==> config.mk <==
export PLATFORM = sky130hd
export DESIGN_NAME = multislope_top
export DESIGN_NICKNAME = d
export VERILOG_FILES = /design/src/rtl/adc_pkg.sv /design/src/rtl/multislope_top.sv /design/src/rtl/pin_sync.sv /design/src/rtl/slope_sequencer.sv /design/src/rtl/spi_readout.sv
export SDC_FILE = /design/constraint.sdc
export NUM_CORES = 1
export LEC_CHECK = 0
export BUFFER_PORTS_ARGS = -buffer_cell sky130_fd_sc_hd__buf_2
export CAP_MARGIN = 10
export CORE_MARGIN = 8
export CORE_UTILIZATION = 48
export DETAILED_ROUTE_END_ITERATION = 8
export PLACE_DENSITY = 0.66
export REMOVE_ABC_BUFFERS = 1
export SYNTH_ARGS = -nofsm -noshare
export SYNTH_HDL_FRONTEND = slang
export SYNTH_HIERARCHICAL = 1
export SYNTH_SLANG_ARGS = --single-unit
==> constraint.sdc <==
create_clock -name clk -period 2.2 [get_ports clk]
set_input_delay 0.44 -clock clk [delete_from_list [all_inputs] [get_ports clk]]
set_output_delay 0.44 -clock clk [all_outputs]
set_load 0.005 [all_outputs]
==> src/rtl/adc_pkg.sv <==
/* phase lengths are scaled down for simulation; the counter widths match the hardware.
   register addresses ignore the top address bit. */
package adc_pkg;

  ////////////////////
  // counters and phase lengths

  localparam int COUNT_W = 24;
  typedef logic [COUNT_W-1:0] count_t;

  // idle cycles between conversions
  localparam count_t INIT_COUNT     = 100;
  localparam count_t FIX_COUNT      = 20;
  localparam count_t VAR_COUNT      = 80;
  // rundown allowed once 2x this many variable phases are done
  localparam count_t MIN_VAR_PHASES = 10;

  // integrator input switches, {sig, neg, pos}
  typedef enum logic [2:0] {
    MUX_OFF  = 3'b000,
    MUX_DOWN = 3'b001,
    MUX_UP   = 3'b010
  } mux_t;

  typedef enum logic [3:0] {
    INIT, FIX_POS_START, FIX_POS, VAR_START, VAR, FIX_NEG_START, FIX_NEG,
    VAR2_START, VAR2, RUNDOWN_START, RUNDOWN, DONE
  } phase_t;

  // latched at the end of each conversion
  typedef struct packed {
    count_t count_up;
    count_t count_down;
    count_t count_rundown;
    count_t trans_up;
    count_t trans_down;
    logic   rundown_dir;
  } conv_result_t;

  ////////////////////
  // serial read port

  typedef struct packed {
    logic sclk;
    logic cs_n;
    logic mosi;
  } spi_pins_t;

  localparam int ADDR_W    = 8;
  // address byte plus one data word
  localparam int SPI_BITS  = ADDR_W + COUNT_W;
  localparam int SPI_CNT_W = $clog2(SPI_BITS + 1);

  localparam logic [ADDR_W-2:0] REG_UP         = 9;
  localparam logic [ADDR_W-2:0] REG_DOWN       = 10;
  localparam logic [ADDR_W-2:0] REG_RUNDOWN    = 11;
  localparam logic [ADDR_W-2:0] REG_TRANS_UP   = 12;
  localparam logic [ADDR_W-2:0] REG_TRANS_DOWN = 14;
  localparam logic [ADDR_W-2:0] REG_TEST       = 15;
  localparam logic [ADDR_W-2:0] REG_DIR        = 16;

  localparam count_t TEST_WORD = 24'hffffff;

endpackage

==> src/rtl/multislope_top.sv <==
/* cmp and spi pins are asynchronous; all logic runs on clk.
   switch drives the integrator input switches {sig, neg, pos}. */
module multislope_top (
  input  logic               clk,
  input  logic               rst_n,
  input  logic               cmp,
  input  adc_pkg::spi_pins_t spi,
  output adc_pkg::mux_t      switch,
  output logic               irq_n,
  output logic               miso
);

  import adc_pkg::*;

  logic         cmp_level;
  logic         cmp_rise;
  logic         cmp_fall;
  spi_pins_t    spi_level;
  spi_pins_t    spi_rise;
  spi_pins_t    spi_fall;
  conv_result_t result;

  ////////////////////
  // input synchronizers

  pin_sync #(.T(logic)) i_cmp_sync (
    .clk   (clk),
    .rst_n (rst_n),
    .pin   (cmp),
    .level (cmp_level),
    .rise  (cmp_rise),
    .fall  (cmp_fall)
  );

  pin_sync #(.T(spi_pins_t)) i_spi_sync (
    .clk   (clk),
    .rst_n (rst_n),
    .pin   (spi),
    .level (spi_level),
    .rise  (spi_rise),
    .fall  (spi_fall)
  );

  ////////////////////
  // conversion and readout

  // either comparator edge is a zero crossing
  slope_sequencer i_slope_sequencer (
    .clk       (clk),
    .rst_n     (rst_n),
    .cmp_level (cmp_level),
    .cmp_cross (cmp_rise | cmp_fall),
    .switch    (switch),
    .irq_n     (irq_n),
    .result    (result)
  );

  spi_readout i_spi_readout (
    .clk        (clk),
    .rst_n      (rst_n),
    .pins_level (spi_level),
    .pins_rise  (spi_rise),
    .pins_fall  (spi_fall),
    .result     (result),
    .miso       (miso)
  );

endmodule

==> src/rtl/pin_sync.sv <==
/* pin must be held for more than 2 clk cycles for its edges to be seen.
   rise and fall come one cycle after level changes. */
module pin_sync #(
  parameter type T = logic
) (
  input  logic clk,
  input  logic rst_n,
  input  T     pin,
  output T     level,
  output T     rise,
  output T     fall
);

  // first stage may go metastable, never read outside
  T meta;
  // last synchronized value, for edge detection
  T prev;

  always_ff @(posedge clk or negedge rst_n)
  begin
    if (!rst_n)
    begin
      meta  <= T'(0);
      level <= T'(0);
      prev  <= T'(0);
      rise  <= T'(0);
      fall  <= T'(0);
    end
    else
    begin
      meta  <= pin;
      level <= meta;
      prev  <= level;
      // bitwise, so a struct gets one edge flag per member
      rise  <= T'(level & ~prev);
      fall  <= T'(~level & prev);
    end
  end

endmodule

==> src/rtl/slope_sequencer.sv <==
/* cmp_level must already be synchronized; cmp_cross is a one-cycle pulse on either edge.
   a result that is not read before the next conversion ends is overwritten. */
module slope_sequencer (
  input  logic                 clk,
  input  logic                 rst_n,
  input  logic                 cmp_level,
  input  logic                 cmp_cross,
  output adc_pkg::mux_t        switch,
  output logic                 irq_n,
  output adc_pkg::conv_result_t result
);

  import adc_pkg::*;

  phase_t phase;
  // cleared at every start state, so it times the current phase
  count_t phase_cnt;

  // running counts for the conversion in progress
  count_t n_up;
  count_t n_down;
  count_t n_trans_up;
  count_t n_trans_down;
  // variable phases so far, rundown not included
  count_t n_var;

  ////////////////////
  // switch setting chosen in a start state

  mux_t pick;
  mux_t target;
  logic is_start;
  logic is_var;

  always_comb
  begin
    // integrator above zero, so ramp it the other way
    pick     = cmp_level ? MUX_UP : MUX_DOWN;
    target   = switch;
    is_start = 1'b1;
    is_var   = 1'b0;
    case (phase)
      FIX_POS_START: target = MUX_DOWN;
      FIX_NEG_START: target = MUX_UP;
      VAR_START, VAR2_START, RUNDOWN_START:
      begin
        target = pick;
        is_var = 1'b1;
      end
      default: is_start = 1'b0;
    endcase
  end

  ////////////////////
  // phase sequence and counting

  always_ff @(posedge clk or negedge rst_n)
  begin
    if (!rst_n)
    begin
      phase        <= INIT;
      phase_cnt    <= '0;
      switch       <= MUX_OFF;
      irq_n        <= 1'b1;
      n_up         <= '0;
      n_down       <= '0;
      n_trans_up   <= '0;
      n_trans_down <= '0;
      n_var        <= '0;
      result       <= '0;
    end
    else
    begin
      phase_cnt <= phase_cnt + 1'b1;
      // active low, held off except in the done cycle
      irq_n     <= 1'b1;

      if (is_start)
      begin
        phase_cnt <= '0;
        switch    <= target;
        // a change of setting is a transition, including the first one out of off
        if (target != switch)
        begin
          if (target == MUX_UP)
            n_trans_up <= n_trans_up + 1'b1;
          else
            n_trans_down <= n_trans_down + 1'b1;
        end
      end

      // variable and rundown choices count towards up or down
      if (is_var)
      begin
        if (target == MUX_UP)
          n_up <= n_up + 1'b1;
        else
          n_down <= n_down + 1'b1;
      end

      case (phase)
        INIT:
          if (phase_cnt == INIT_COUNT)
          begin
            phase        <= FIX_POS_START;
            n_up         <= '0;
            n_down       <= '0;
            n_trans_up   <= '0;
            n_trans_down <= '0;
            n_var        <= '0;
          end
        FIX_POS_START: phase <= FIX_POS;
        FIX_POS:
          if (phase_cnt == FIX_COUNT)
            phase <= VAR_START;
        VAR_START:
        begin
          phase <= VAR;
          n_var <= n_var + 1'b1;
        end
        VAR:
          if (phase_cnt == VAR_COUNT)
            phase <= FIX_NEG_START;
        FIX_NEG_START: phase <= FIX_NEG;
        FIX_NEG:
          if (phase_cnt == FIX_COUNT)
            phase <= VAR2_START;
        VAR2_START:
        begin
          phase <= VAR2;
          n_var <= n_var + 1'b1;
        end
        VAR2:
          if (phase_cnt == VAR_COUNT)
          begin
            // not enough runup yet, go round again
            if (n_var < (MIN_VAR_PHASES << 1))
              phase <= FIX_POS_START;
            // rundown only from the high side, else one more var to cross over
            else if (cmp_level)
              phase <= RUNDOWN_START;
            else
              phase <= VAR2_START;
          end
        RUNDOWN_START: phase <= RUNDOWN;
        RUNDOWN:
          // zero crossing ends the conversion, phase_cnt is the rundown length
          if (cmp_cross)
          begin
            phase     <= DONE;
            phase_cnt <= '0;
            switch    <= MUX_OFF;
            irq_n     <= 1'b0;
            result    <= '{
              count_up:      n_up,
              count_down:    n_down,
              count_rundown: phase_cnt,
              trans_up:      n_trans_up,
              trans_down:    n_trans_down,
              rundown_dir:   (switch == MUX_UP)
            };
          end
        DONE: phase <= INIT;
        default: phase <= INIT;
      endcase
    end
  end

endmodule

==> src/rtl/spi_readout.sv <==
/* read only; each sclk level must last at least 4 clk cycles.
   the address top bit is ignored, unknown addresses read zero. */
module spi_readout (
  input  logic                  clk,
  input  logic                  rst_n,
  input  adc_pkg::spi_pins_t    pins_level,
  input  adc_pkg::spi_pins_t    pins_rise,
  input  adc_pkg::spi_pins_t    pins_fall,
  input  adc_pkg::conv_result_t result,
  output logic                  miso
);

  import adc_pkg::*;

  // top address bit is shifted out the far end and never kept
  logic [ADDR_W-2:0]    addr_sr;
  logic [ADDR_W-2:0]    addr_next;
  // counts sclk rises in this transfer, saturates
  logic [SPI_CNT_W-1:0] bit_cnt;
  count_t               out_sr;
  count_t               field;

  assign addr_next = {addr_sr[ADDR_W-3:0], pins_level.mosi};

  ////////////////////
  // register map

  always_comb
  begin
    case (addr_next)
      REG_UP:         field = result.count_up;
      REG_DOWN:       field = result.count_down;
      REG_RUNDOWN:    field = result.count_rundown;
      REG_TRANS_UP:   field = result.trans_up;
      REG_TRANS_DOWN: field = result.trans_down;
      REG_TEST:       field = TEST_WORD;
      REG_DIR:        field = count_t'(result.rundown_dir);
      default:        field = '0;
    endcase
  end

  ////////////////////
  // shift in address, shift out data

  always_ff @(posedge clk or negedge rst_n)
  begin
    if (!rst_n)
    begin
      addr_sr <= '0;
      bit_cnt <= '0;
      out_sr  <= '0;
    end
    else if (pins_rise.cs_n)
    begin
      // end of transfer
      addr_sr <= '0;
      bit_cnt <= '0;
      out_sr  <= '0;
    end
    else if (!pins_level.cs_n)
    begin
      if (pins_rise.sclk)
      begin
        if (bit_cnt != SPI_CNT_W'(SPI_BITS))
          bit_cnt <= bit_cnt + 1'b1;
        if (bit_cnt < SPI_CNT_W'(ADDR_W))
          addr_sr <= addr_next;
        // eighth rise, address complete
        if (bit_cnt == SPI_CNT_W'(ADDR_W - 1))
          out_sr <= field;
      end
      // no shift on fall 8, so the msb is there for rise 9
      else if (pins_fall.sclk && bit_cnt > SPI_CNT_W'(ADDR_W))
        out_sr <= {out_sr[COUNT_W-2:0], 1'b0};
    end
  end

  assign miso = out_sr[COUNT_W-1];

endmodule
==> results of run 1 <==
-- sequential cells by signal, indices dropped and copies added, names as in the netlist, 3 cells and up --
register                        count
i_slope_sequencer/n_down           24
i_slope_sequencer/n_trans_down     24
i_slope_sequencer/n_trans_up       24
i_slope_sequencer/n_up             24
i_slope_sequencer/n_var            24
i_slope_sequencer/phase             4
i_slope_sequencer/phase_cnt        24
i_slope_sequencer/result          121
i_slope_sequencer/switch            3
i_spi_readout/addr_sr               6
i_spi_readout/bit_cnt               6
i_spi_readout/out_sr               24
i_spi_sync/level                    3
i_spi_sync/meta                     3
-- power by group --
part | internal, W | switching (W) | total, W
Clock | 0.00360 | 0.00239 | 0.00599
Combinational | 0.000157 | 0.000294 | 0.000451
Sequential | 0.00602 | 0.0000499 | 0.00607
-- layer usage --
layer	global-route usage, %	vias up	routed length, um
met5	0	-	0
met4	6.835	0	1141
met1	26.98	6088	17780
met2	32.04	299	18710
met3	2.796	79	1653
li1	-	5648	-
-- critical path, stage by stage, from the launching register on --
cell and delay [ns]:
dfrtp_2 0.45, buf_6 0.13, mux2i_2 0.28, nand2_2 0.11, a311o_2 0.47, or4_1 0.53
a21oi_1 0.15
-- area by class of cell --
type | count | area share (%)
clock buffer | 62 | 6.188
timing repair buffer | 125 | 6.434
multi-input combinational | 1088 | 40.33
tap | 448 | 2.984
inverter | 28 | 0.5595
sequential | 325 | 43.34
clock inverter | 5 | 0.1665
-- stage by stage --
step	area, um2	worst slack, ns	total power, W	std cells	hold slack (ns)
floorplan	15650	-4.659	0.006329	1438	0.1444
global placement	17250	0.008124	0.006620	1993	0.3358
detailed placement	17250	-0.06723	0.006629	1993	0.3362
CTS	18490	-0.001094	0.01266	2064	0.007952
global route	18790	-0.04222	0.01294	2081	0.01474
finish	18790	0.01924	0.01250	2081	0.02263
-- final timing paths --
| check | startpoint | endpoint | slack (ns) | depth (start not counted) |
|---|---|---|---|---|
| max | i_slope_sequencer/phase[1] | i_slope_sequencer/n_trans_down[13] | 0.02 | 6 |
| min | cmp | i_cmp_sync/meta | 0.02 | 1 |
| max reg2reg | i_slope_sequencer/phase[1] | i_slope_sequencer/n_trans_down[13] | 0.02 | 6 |
| min reg2reg | i_spi_sync/meta[0] | i_spi_sync/level[0] | 0.34 | 0 |
| max in group asynchronous | rst_n | i_spi_sync/level[0] | 1.06 | 3 |
| min in group asynchronous | rst_n | i_slope_sequencer/result[92] | 0.48 | 2 |
-- repair_timing --
| item | 4_1_cts | 5_1_grt |
|---|---|---|
| setup endpoints to repair | 14 | 105 |
| hold buffers | 1 | 0 |
| buffers inserted | 3 | 13 |
| cloned | 0 | 4 |
| pin swaps | 3 | 9 |
| hold endpoints to repair | 45 | 0 |
| resized for setup | 5 | 28 |
==> flow_summary_export.csv, run 1 <==
group,metric,value,unit
run_status,status,"finished clean",
timing,slew_headroom,57.99,%
finish,antenna_cells,0,
floorplanning,num_io_pins,11,
clock_tree,cts.sinks,325,
finish,mostFrequentLayoutCell,"dfrtp_1",
pwr,p_per_area,665.5,mW/mm2
clock_tree,htreeDepth,2,
clock_tree,clock_latency,0.52,ns
synth,synthCells,1528,
timing,drv_slew,0,
floorplanning,initial_core_util,48.45,%
setup_path,worstPathMaxFanout,8,
pwr,vdd_drop_max,0.5578,mV
synth,syn_area,0.01612,mm2
clock_tree,cts_made_buffers,38,
min_path,hp-class,"in -> reg",
floorplanning,rows,67,
setup_path,start_kind,"register",
placed_design,numPortBuffers,10,
clock_tree,cts_buffer_depth,3,
setup_path,cp.required,2.64,ns
timing,tightest_slew,0.6253,ns
floorplanning,core,0.03328,mm2
finish,area_growth,16.51,%
global_route,grt_pass1_wl,63280,um
timing,skew,0.01824,ns
floorplanning,die_h,199.3,um
drt,avgViaCountPerCell,5.821,
setup_path,worstSetupPathType,"reg -> reg",
drt,drc,0,
timing,finalHoldViolations,0,
timing,period_minus_slack,2.181,ns
drt,drt_first_pass_iters,5,
synth,yosys_warnings,6,
finish,multiInputGateArea,0.007576,mm2
clock_tree,cts_tree,"yes",
finish,layout.filler_cells,2862,
finish,fin_util,56.45,%
setup_path,worst_setup_path_end_kind,"register",
global_route,first_global_vias,11710,
setup_path,cp.arrival,2.63,ns
timing,fin_setup_tns,0,ns
clock_tree,path_clk_slew,0.06,ns
timing,fin_crit_sh,99.13,%
timing,rsz0062_at_grt,"yes",
floorplanning,die_w,199.3,um
placed_design,gp_congestion,0.8513,
clock_tree,cts-root-buf,"clkbuf_16",
drt,wirelength,39280,um
timing,setup_viol,0,
finish,seq_area,0.008142,mm2
finish,most-common-layout-cells,"dfrtp_1, nor2_1, mux2_2",
synth,syn_avg_cell_area,10.55,um2
global_route,grt.overflow.total,0,
job,cap_violations,0,
finish,nNetsFinal,1621,
drt,drt_iter0_markers,930,
drt,vias,12110,
pwr,p_leak,8.330,nW
global_route,antenna_found_initial,0,
floorplanning,die-area,0.03971,mm2
global_route,grt_max_degree,57,
drt,avgRoutedWirePerCell,18.88,um
finish,drive_gt1_share,24.07,%
placed_design,place_hpwl,26670,um
global_route,grt_usage,19.78,%
drt,ant_nets,0,
timing,fmax,458.6,MHz
Power figures use the tool's default switching activity.
==> inputs of run 2 (changes only) <==
--- a/config.mk
+++ b/config.mk
@@ -9,6 +9,7 @@
 export CAP_MARGIN = 10
 export CORE_MARGIN = 8
 export CORE_UTILIZATION = 48
+export CTS_BUF_LIST = sky130_fd_sc_hd__clkbuf_16
 export DETAILED_ROUTE_END_ITERATION = 8
 export PLACE_DENSITY = 0.66
 export REMOVE_ABC_BUFFERS = 1
==> run 2 against run 1 <==
  * Clock power fell by 7.2%
  * Combinational power barely moved
  * Register-to-register slack improved by 0.02 ns
  * Worst hold slack improved by 0.0049 ns
  * Utilization fell by 0.35 points
  * Worst setup slack improved by 0.017 ns
  * Design area fell by 0.63%
  * Non-clock buffer count did not move
  * Largest power group unchanged
  * Critical path depth rose by 1
  * Sequential power barely moved
==> flow_summary_export.csv, run 2 (synthesized netlist as in run 1, its figures left out) <==
group,metric,value,unit
run_status,status,"finished clean",
pwr,pwr-share-clk,46.0,%
setup_path,worstSetupPathType,"reg -> reg",
timing,period_minus_slack,2.164,ns
floorplanning,die_h,199.3,um
clock_tree,cts.sinks,325,
timing,drv_slew,0,
timing,fmax,462.1,MHz
clock_tree,cts_buffer_depth,3,
drt,avgRoutedWirePerCell,18.72,um
pwr,p_seq_share,50.2,%
placed_design,gp_congestion,0.8513,
finish,nNetsFinal,1618,
timing,tightest_slew,0.7040,ns
finish,mostFrequentLayoutCell,"dfrtp_1",
pwr,p_leak,8.323,nW
finish,regMostFlops,"i_slope_sequencer/result",
setup_path,cp.required,2.64,ns
drt,ant_nets,0,
pwr,vdd_drop_max,0.5573,mV
global_route,grt_most_used_layer,"met2",
finish,drive_gt1_share,23.31,%
floorplanning,initial_core_util,48.45,%
drt,drc,0,
placed_design,numPortBuffers,10,
timing,fin_crit_sh,98.36,%
finish,layout.filler_cells,2897,
job,cap_violations,0,
drt,drt_first_pass_iters,5,
clock_tree,cts_tree,"yes",
timing,slew_headroom,52.70,%
clock_tree,cts_made_buffers,38,
pwr,power_frac_comb,3.7,%
min_path,hp-class,"in -> reg",
setup_path,cp.arrival,2.60,ns
floorplanning,die-area,0.03971,mm2
finish,antenna_cells,0,
global_route,met3_usage,2.829,%
global_route,grt_pass1_wl,63200,um
setup_path,start_kind,"register",
timing,skew,0.02210,ns
pwr,switching_power,0.002720,W
timing,rsz0062_at_grt,"yes",
global_route,use_met1,27.01,%
finish,fin_util,56.09,%
clock_tree,clock_latency,0.52,ns
setup_path,rrSetupSlack,0.04,ns
timing,setup_viol,0,
drt,avgViaCountPerCell,5.756,
finish,largest_reg_flops,121,
drt,wirelength,38900,um
clock_tree,htreeDepth,2,
timing,finalHoldViolations,0,
timing,fin_setup_tns,0,ns
clock_tree,cts-root-buf,"clkbuf_16",
placed_design,place_hpwl,26670,um
drt,vias,11960,
floorplanning,die_w,199.3,um
clock_tree,path_clk_slew,0.06,ns
global_route,antenna_found_initial,0,
setup_path,worstPathMaxFanout,6,
global_route,met2_usage,31.93,%
global_route,grt_usage,19.75,%
floorplanning,rows,67,
floorplanning,num_io_pins,11,
finish,most-common-layout-cells,"dfrtp_1, nor2_1, mux2_2",
global_route,first_global_vias,11690,
floorplanning,core,0.03328,mm2
pwr,p_per_area,646.9,mW/mm2
drt,drt_iter0_markers,849,
global_route,grt.overflow.total,0,
global_route,grt_max_degree,57,
finish,area_growth,15.78,%
pwr,internal_power,0.009357,W
pwr,swShare,22.52,%
setup_path,worst_setup_path_end_kind,"register",
[run 2: cell count changes in the layout (fill, tap and decap cells not counted), moves of 2 or more]
cell	before	now
nor4_2	5	3
clkbuf_1	13	0
inv_1	28	41
or4_4	0	2
buf_4	89	86
nor4_1	21	23
buf_6	4	7
a21oi_1	37	35
or4_1	17	15
clkbuf_8	10	0
clkinv_1	0	10
[run 2: power groups by stage]
stage,clock [W],sequential [W],combinational [W]
2_1_floorplan,0,0.00618,0.000144
3_3_place_gp,0,0.00617,0.000453
3_5_place_dp,0,0.00617,0.000459
4_1_cts,0.00570,0.00606,0.000462
5_1_grt,0.00594,0.00607,0.000504
6_report,0.00556,0.00606,0.000452
[run 2: final timing paths]
kind | cells past startpoint | startpoint | to
setup reg to reg | 7 | i_slope_sequencer/phase[3] | i_slope_sequencer/n_down[23]
hold reg to reg | 0 | i_spi_sync/meta[0] | i_spi_sync/level[0]
min in group asynchronous | 2 | rst_n | i_slope_sequencer/result[92]
hold / removal | 1 | cmp | i_cmp_sync/meta
setup / recovery | 7 | i_slope_sequencer/phase[3] | i_slope_sequencer/n_down[23]
max in group asynchronous | 3 | rst_n | i_spi_sync/level[0]
[run 2: what timing repair did]
| item | in CTS | in global routing |
|---|---|---|
| gates cloned | 0 | 1 |
| hold buffers | 1 | 0 |
| pin swaps | 3 | 11 |
| buffers inserted | 3 | 13 |
| endpoints found under the setup margin | 13 | 108 |
| hold endpoints to repair | 45 | 0 |
| gates resized for setup | 5 | 33 |
[run 2: worst max-delay path: stages, from the launching register on]
cell and delay [ns]:
dfrtp_2 0.44, buf_6 0.15, nand3b_4 0.21, a2111oi_4 0.46, buf_4 0.20, o211ai_1 0.11, or3_1 0.35, a21oi_1 0.14
[run 2: layout make-up]
type | instances | area [um2] | share of cell area, %
flip-flops and latches | 325 | 8142 | 43.61
multi-input cells | 1085 | 7547 | 40.43
repair buffers | 125 | 1220 | 6.535
clock buffers | 39 | 975.9 | 5.228
well taps | 448 | 560.5 | 3.003
clock inverters | 28 | 117.6 | 0.6300
inverters | 28 | 105.1 | 0.5630
[run 2: per-layer routing]
| metal | vias to the layer above | part of all wire [%] |
|---|---|---|
| li1 | 5630 | - |
| met1 | 6011 | 45 |
| met2 | 248 | 48 |
| met3 | 73 | 3.9 |
| met4 | 0 | 2.7 |
| met5 | - | 0 |
[run 2: metrics by stage]
stage	std cells	hold WS (ns)	setup slack, ns	total power (W)	area, um2
final	2078	0.02751	0.03614	0.01208	18670
after global routing	2078	0.01529	-0.04420	0.01251	18670
after CTS	2064	0.01056	-0.0002338	0.01223	18390
after detailed placement	1993	0.3362	-0.06723	0.006629	17250
after global placement	1993	0.3358	0.008124	0.006620	17250
after floorplan	1438	0.1444	-4.659	0.006329	15650
==> inputs of run 3 (changes only) <==
--- a/config.mk
+++ b/config.mk
@@ -12,6 +12,7 @@
 export CTS_BUF_LIST = sky130_fd_sc_hd__clkbuf_16
 export DETAILED_ROUTE_END_ITERATION = 8
 export PLACE_DENSITY = 0.66
+export RECOVER_POWER = 50
 export REMOVE_ABC_BUFFERS = 1
 export SYNTH_ARGS = -nofsm -noshare
 export SYNTH_HDL_FRONTEND = slang
==> run 3 against run 2 <==
  * Non-clock buffer count unchanged
  * Maximum frequency about the same
  * Design area is 0.29% lower
  * Worst hold slack about the same
  * Clock skew barely moved
  * Final cell count unchanged
  * Utilization is 0.17 points lower
  * Global-route usage did not move
  * Clock power about the same
  * Critical path type unchanged
==> flow_summary_export.csv, run 3 (synthesized netlist as in run 1, its figures left out) <==
group,metric,value,unit
finish,fin_util,55.93,%
clock_tree,cts.sinks,325,
timing,fin_setup_tns,0,ns
finish,mostFrequentLayoutCell,"dfrtp_1",
setup_path,rr_worst_depth,7,
drt,drt_iter0_markers,819,
timing,finalHoldViolations,0,
floorplanning,core,0.03328,mm2
clock_tree,htreeDepth,2,
pwr,p_per_area,648.1,mW/mm2
setup_path,r2r-start,"i_slope_sequencer/phase[3]",
clock_tree,cts_made_buffers,38,
min_path,hp-start,"cmp",
floorplanning,die_h,199.3,um
clock_tree,cts_buffer_depth,3,
drt,avgRoutedWirePerCell,18.71,um
min_path,hp-class,"in -> reg",
placed_design,dp.cells,1993,
pwr,power_frac_comb,3.6,%
setup_path,cp_slowest_cell,"a2111oi_4",
setup_path,crit_family,"compound AO/OA/AOI/OAI gates",
setup_path,worstSetupPathType,"reg -> reg",
setup_path,path_cells,"buf_6 -> nand3b_4 -> a2111oi_4 -> buf_4 -> o211ai_1 -> or3_1 -> a21oi_1",
floorplanning,die_w,199.3,um
floorplanning,rows,67,
clock_tree,path_clk_slew,0.06,ns
timing,fin_crit_sh,98.41,%
setup_path,critPathLaunch,"i_slope_sequencer/phase[3]",
finish,regMostFlops,"i_slope_sequencer/result",
pwr,switching_power,0.002717,W
clock_tree,cts-root-buf,"clkbuf_16",
job,cap_violations,0,
finish,most-common-layout-cells,"dfrtp_1, nor2_1, mux2_2",
pwr,p_seq_share,50.3,%
finish,fin_cells,2078,
setup_path,worstPathMaxFanout,6,
setup_path,endpoint,"i_slope_sequencer/n_down[23]",
drt,ant_nets,0,
drt,drt_first_pass_iters,5,
timing,rsz0062_at_grt,"yes",
timing,setup_viol,0,
timing,tightest_slew,1.448,ns
setup_path,critPathMaxStageDelay,0.46,ns
floorplanning,die-area,0.03971,mm2
timing,drv_slew,0,
finish,fin_area,0.01861,mm2
timing,fmax,461.9,MHz
pwr,pwr-share-clk,46.1,%
global_route,antenna_found_initial,0,
floorplanning,initial_core_util,48.45,%
pwr,internal_power,0.009346,W
finish,largest_reg_flops,121,
global_route,grt_pass1_wl,63200,um
finish,antenna_cells,0,
pwr,swShare,22.52,%
clock_tree,cts_tree,"yes",
timing,period_minus_slack,2.165,ns
pwr,p_total,0.01206,W
placed_design,post_dp_cell_area,0.01725,mm2
run_status,status,"finished clean",
pwr,vdd_drop_max,0.5572,mV
global_route,grt_usage,19.75,%
global_route,first_global_vias,11690,
finish,drive_gt1_share,23.19,%
placed_design,place_hpwl,26670,um
floorplanning,num_io_pins,11,
pwr,p_leak,8.301,nW
setup_path,worst_setup_path_end_kind,"register",
setup_path,rrSetupSlack,0.03,ns
timing,skew,0.02169,ns
finish,nNetsFinal,1618,
global_route,grt_max_degree,57,
drt,wirelength,38870,um
placed_design,gp_congestion,0.8513,
setup_path,start_kind,"register",
drt,avgViaCountPerCell,5.769,
finish,area_growth,15.44,%
min_path,hold_depth,1,
setup_path,r2r-end,"i_slope_sequencer/n_down[23]",
setup_path,path_buf_inv,2,
drt,vias,11990,
placed_design,numPortBuffers,10,
setup_path,cp.required,2.64,ns
clock_tree,clock_latency,0.52,ns
setup_path,cp_num_cells,7,
setup_path,cp.arrival,2.60,ns
drt,drc,0,
timing,slew_headroom,3.449,%
global_route,grt.overflow.total,0,
finish,layout.filler_cells,2907,
==> run 3: cell count changes in the layout (fill, tap and decap cells not counted) <==
| cell | before | now |
|---|---|---|
| clkbuf_2 | 0 | 1 |
| buf_2 | 9 | 11 |
| buf_8 | 1 | 0 |
| buf_12 | 20 | 16 |
| buf_6 | 7 | 11 |
| buf_4 | 86 | 80 |
| clkbuf_1 | 0 | 1 |
| dfrtp_2 | 6 | 5 |
| dfrtp_1 | 318 | 319 |
| clkbuf_4 | 0 | 3 |
==> run 3: power by group through the flow <==
stage / Clock (W) / Combinational, W / Sequential (W)
2_1_floorplan: 0 / 0.000144 / 0.00618
3_3_place_gp: 0 / 0.000453 / 0.00617
3_5_place_dp: 0 / 0.000459 / 0.00617
4_1_cts: 0.00570 / 0.000462 / 0.00606
5_1_grt: 0.00594 / 0.000491 / 0.00607
6_report: 0.00556 / 0.000437 / 0.00606
==> run 3: worst min path at each step <==
stage,to,slack (ns)
2_1_floorplan,i_cmp_sync/fall,0.14
3_3_place_gp,i_spi_sync/level[0],0.34
3_5_place_dp,i_spi_sync/level[0],0.34
4_1_cts,i_cmp_sync/meta,0.01
5_1_grt,i_cmp_sync/meta,0.02
6_report,i_cmp_sync/meta,0.03
==> run 3: final cells by class <==
class / count / area, um2 / share of cell area (%)
Clock buffer: 39 / 975.9 / 5.243
Clock inverter: 28 / 117.6 / 0.6319
Inverter: 28 / 105.1 / 0.5647
Multi-Input combinational cell: 1085 / 7547 / 40.55
Sequential cell: 325 / 8140 / 43.73
Tap cell: 448 / 560.5 / 3.012
Timing Repair Buffer: 125 / 1166 / 6.265
==> run 3: timing repair <==
action,CTS,global route
pin swaps,3,11
setup endpoints to repair,13,108
buffers inserted,3,13
cloned,0,1
hold buffers,1,0
endpoints found under the hold margin,45,0
gates resized for setup,5,33
==> run 3: per-stage QoR <==
step	worst slack (ns)	hold WS, ns
after floorplan	-4.659	0.1444
after global placement	0.008124	0.3358
after detailed placement	-0.06723	0.3362
after CTS	-0.0002338	0.01056
after global routing	-0.04420	0.01529
final	0.03490	0.02747
==> run 3: layer usage <==
| metal | GRT usage (%) | routed length (um) | up-vias |
|---|---|---|---|
| met4 | 6.725 | 1076 | 0 |
| met5 | 0 | 0 | - |
| met1 | 27.01 | 17560 | 6013 |
| li1 | - | - | 5633 |
| met3 | 2.829 | 1586 | 76 |
| met2 | 31.93 | 18650 | 265 |
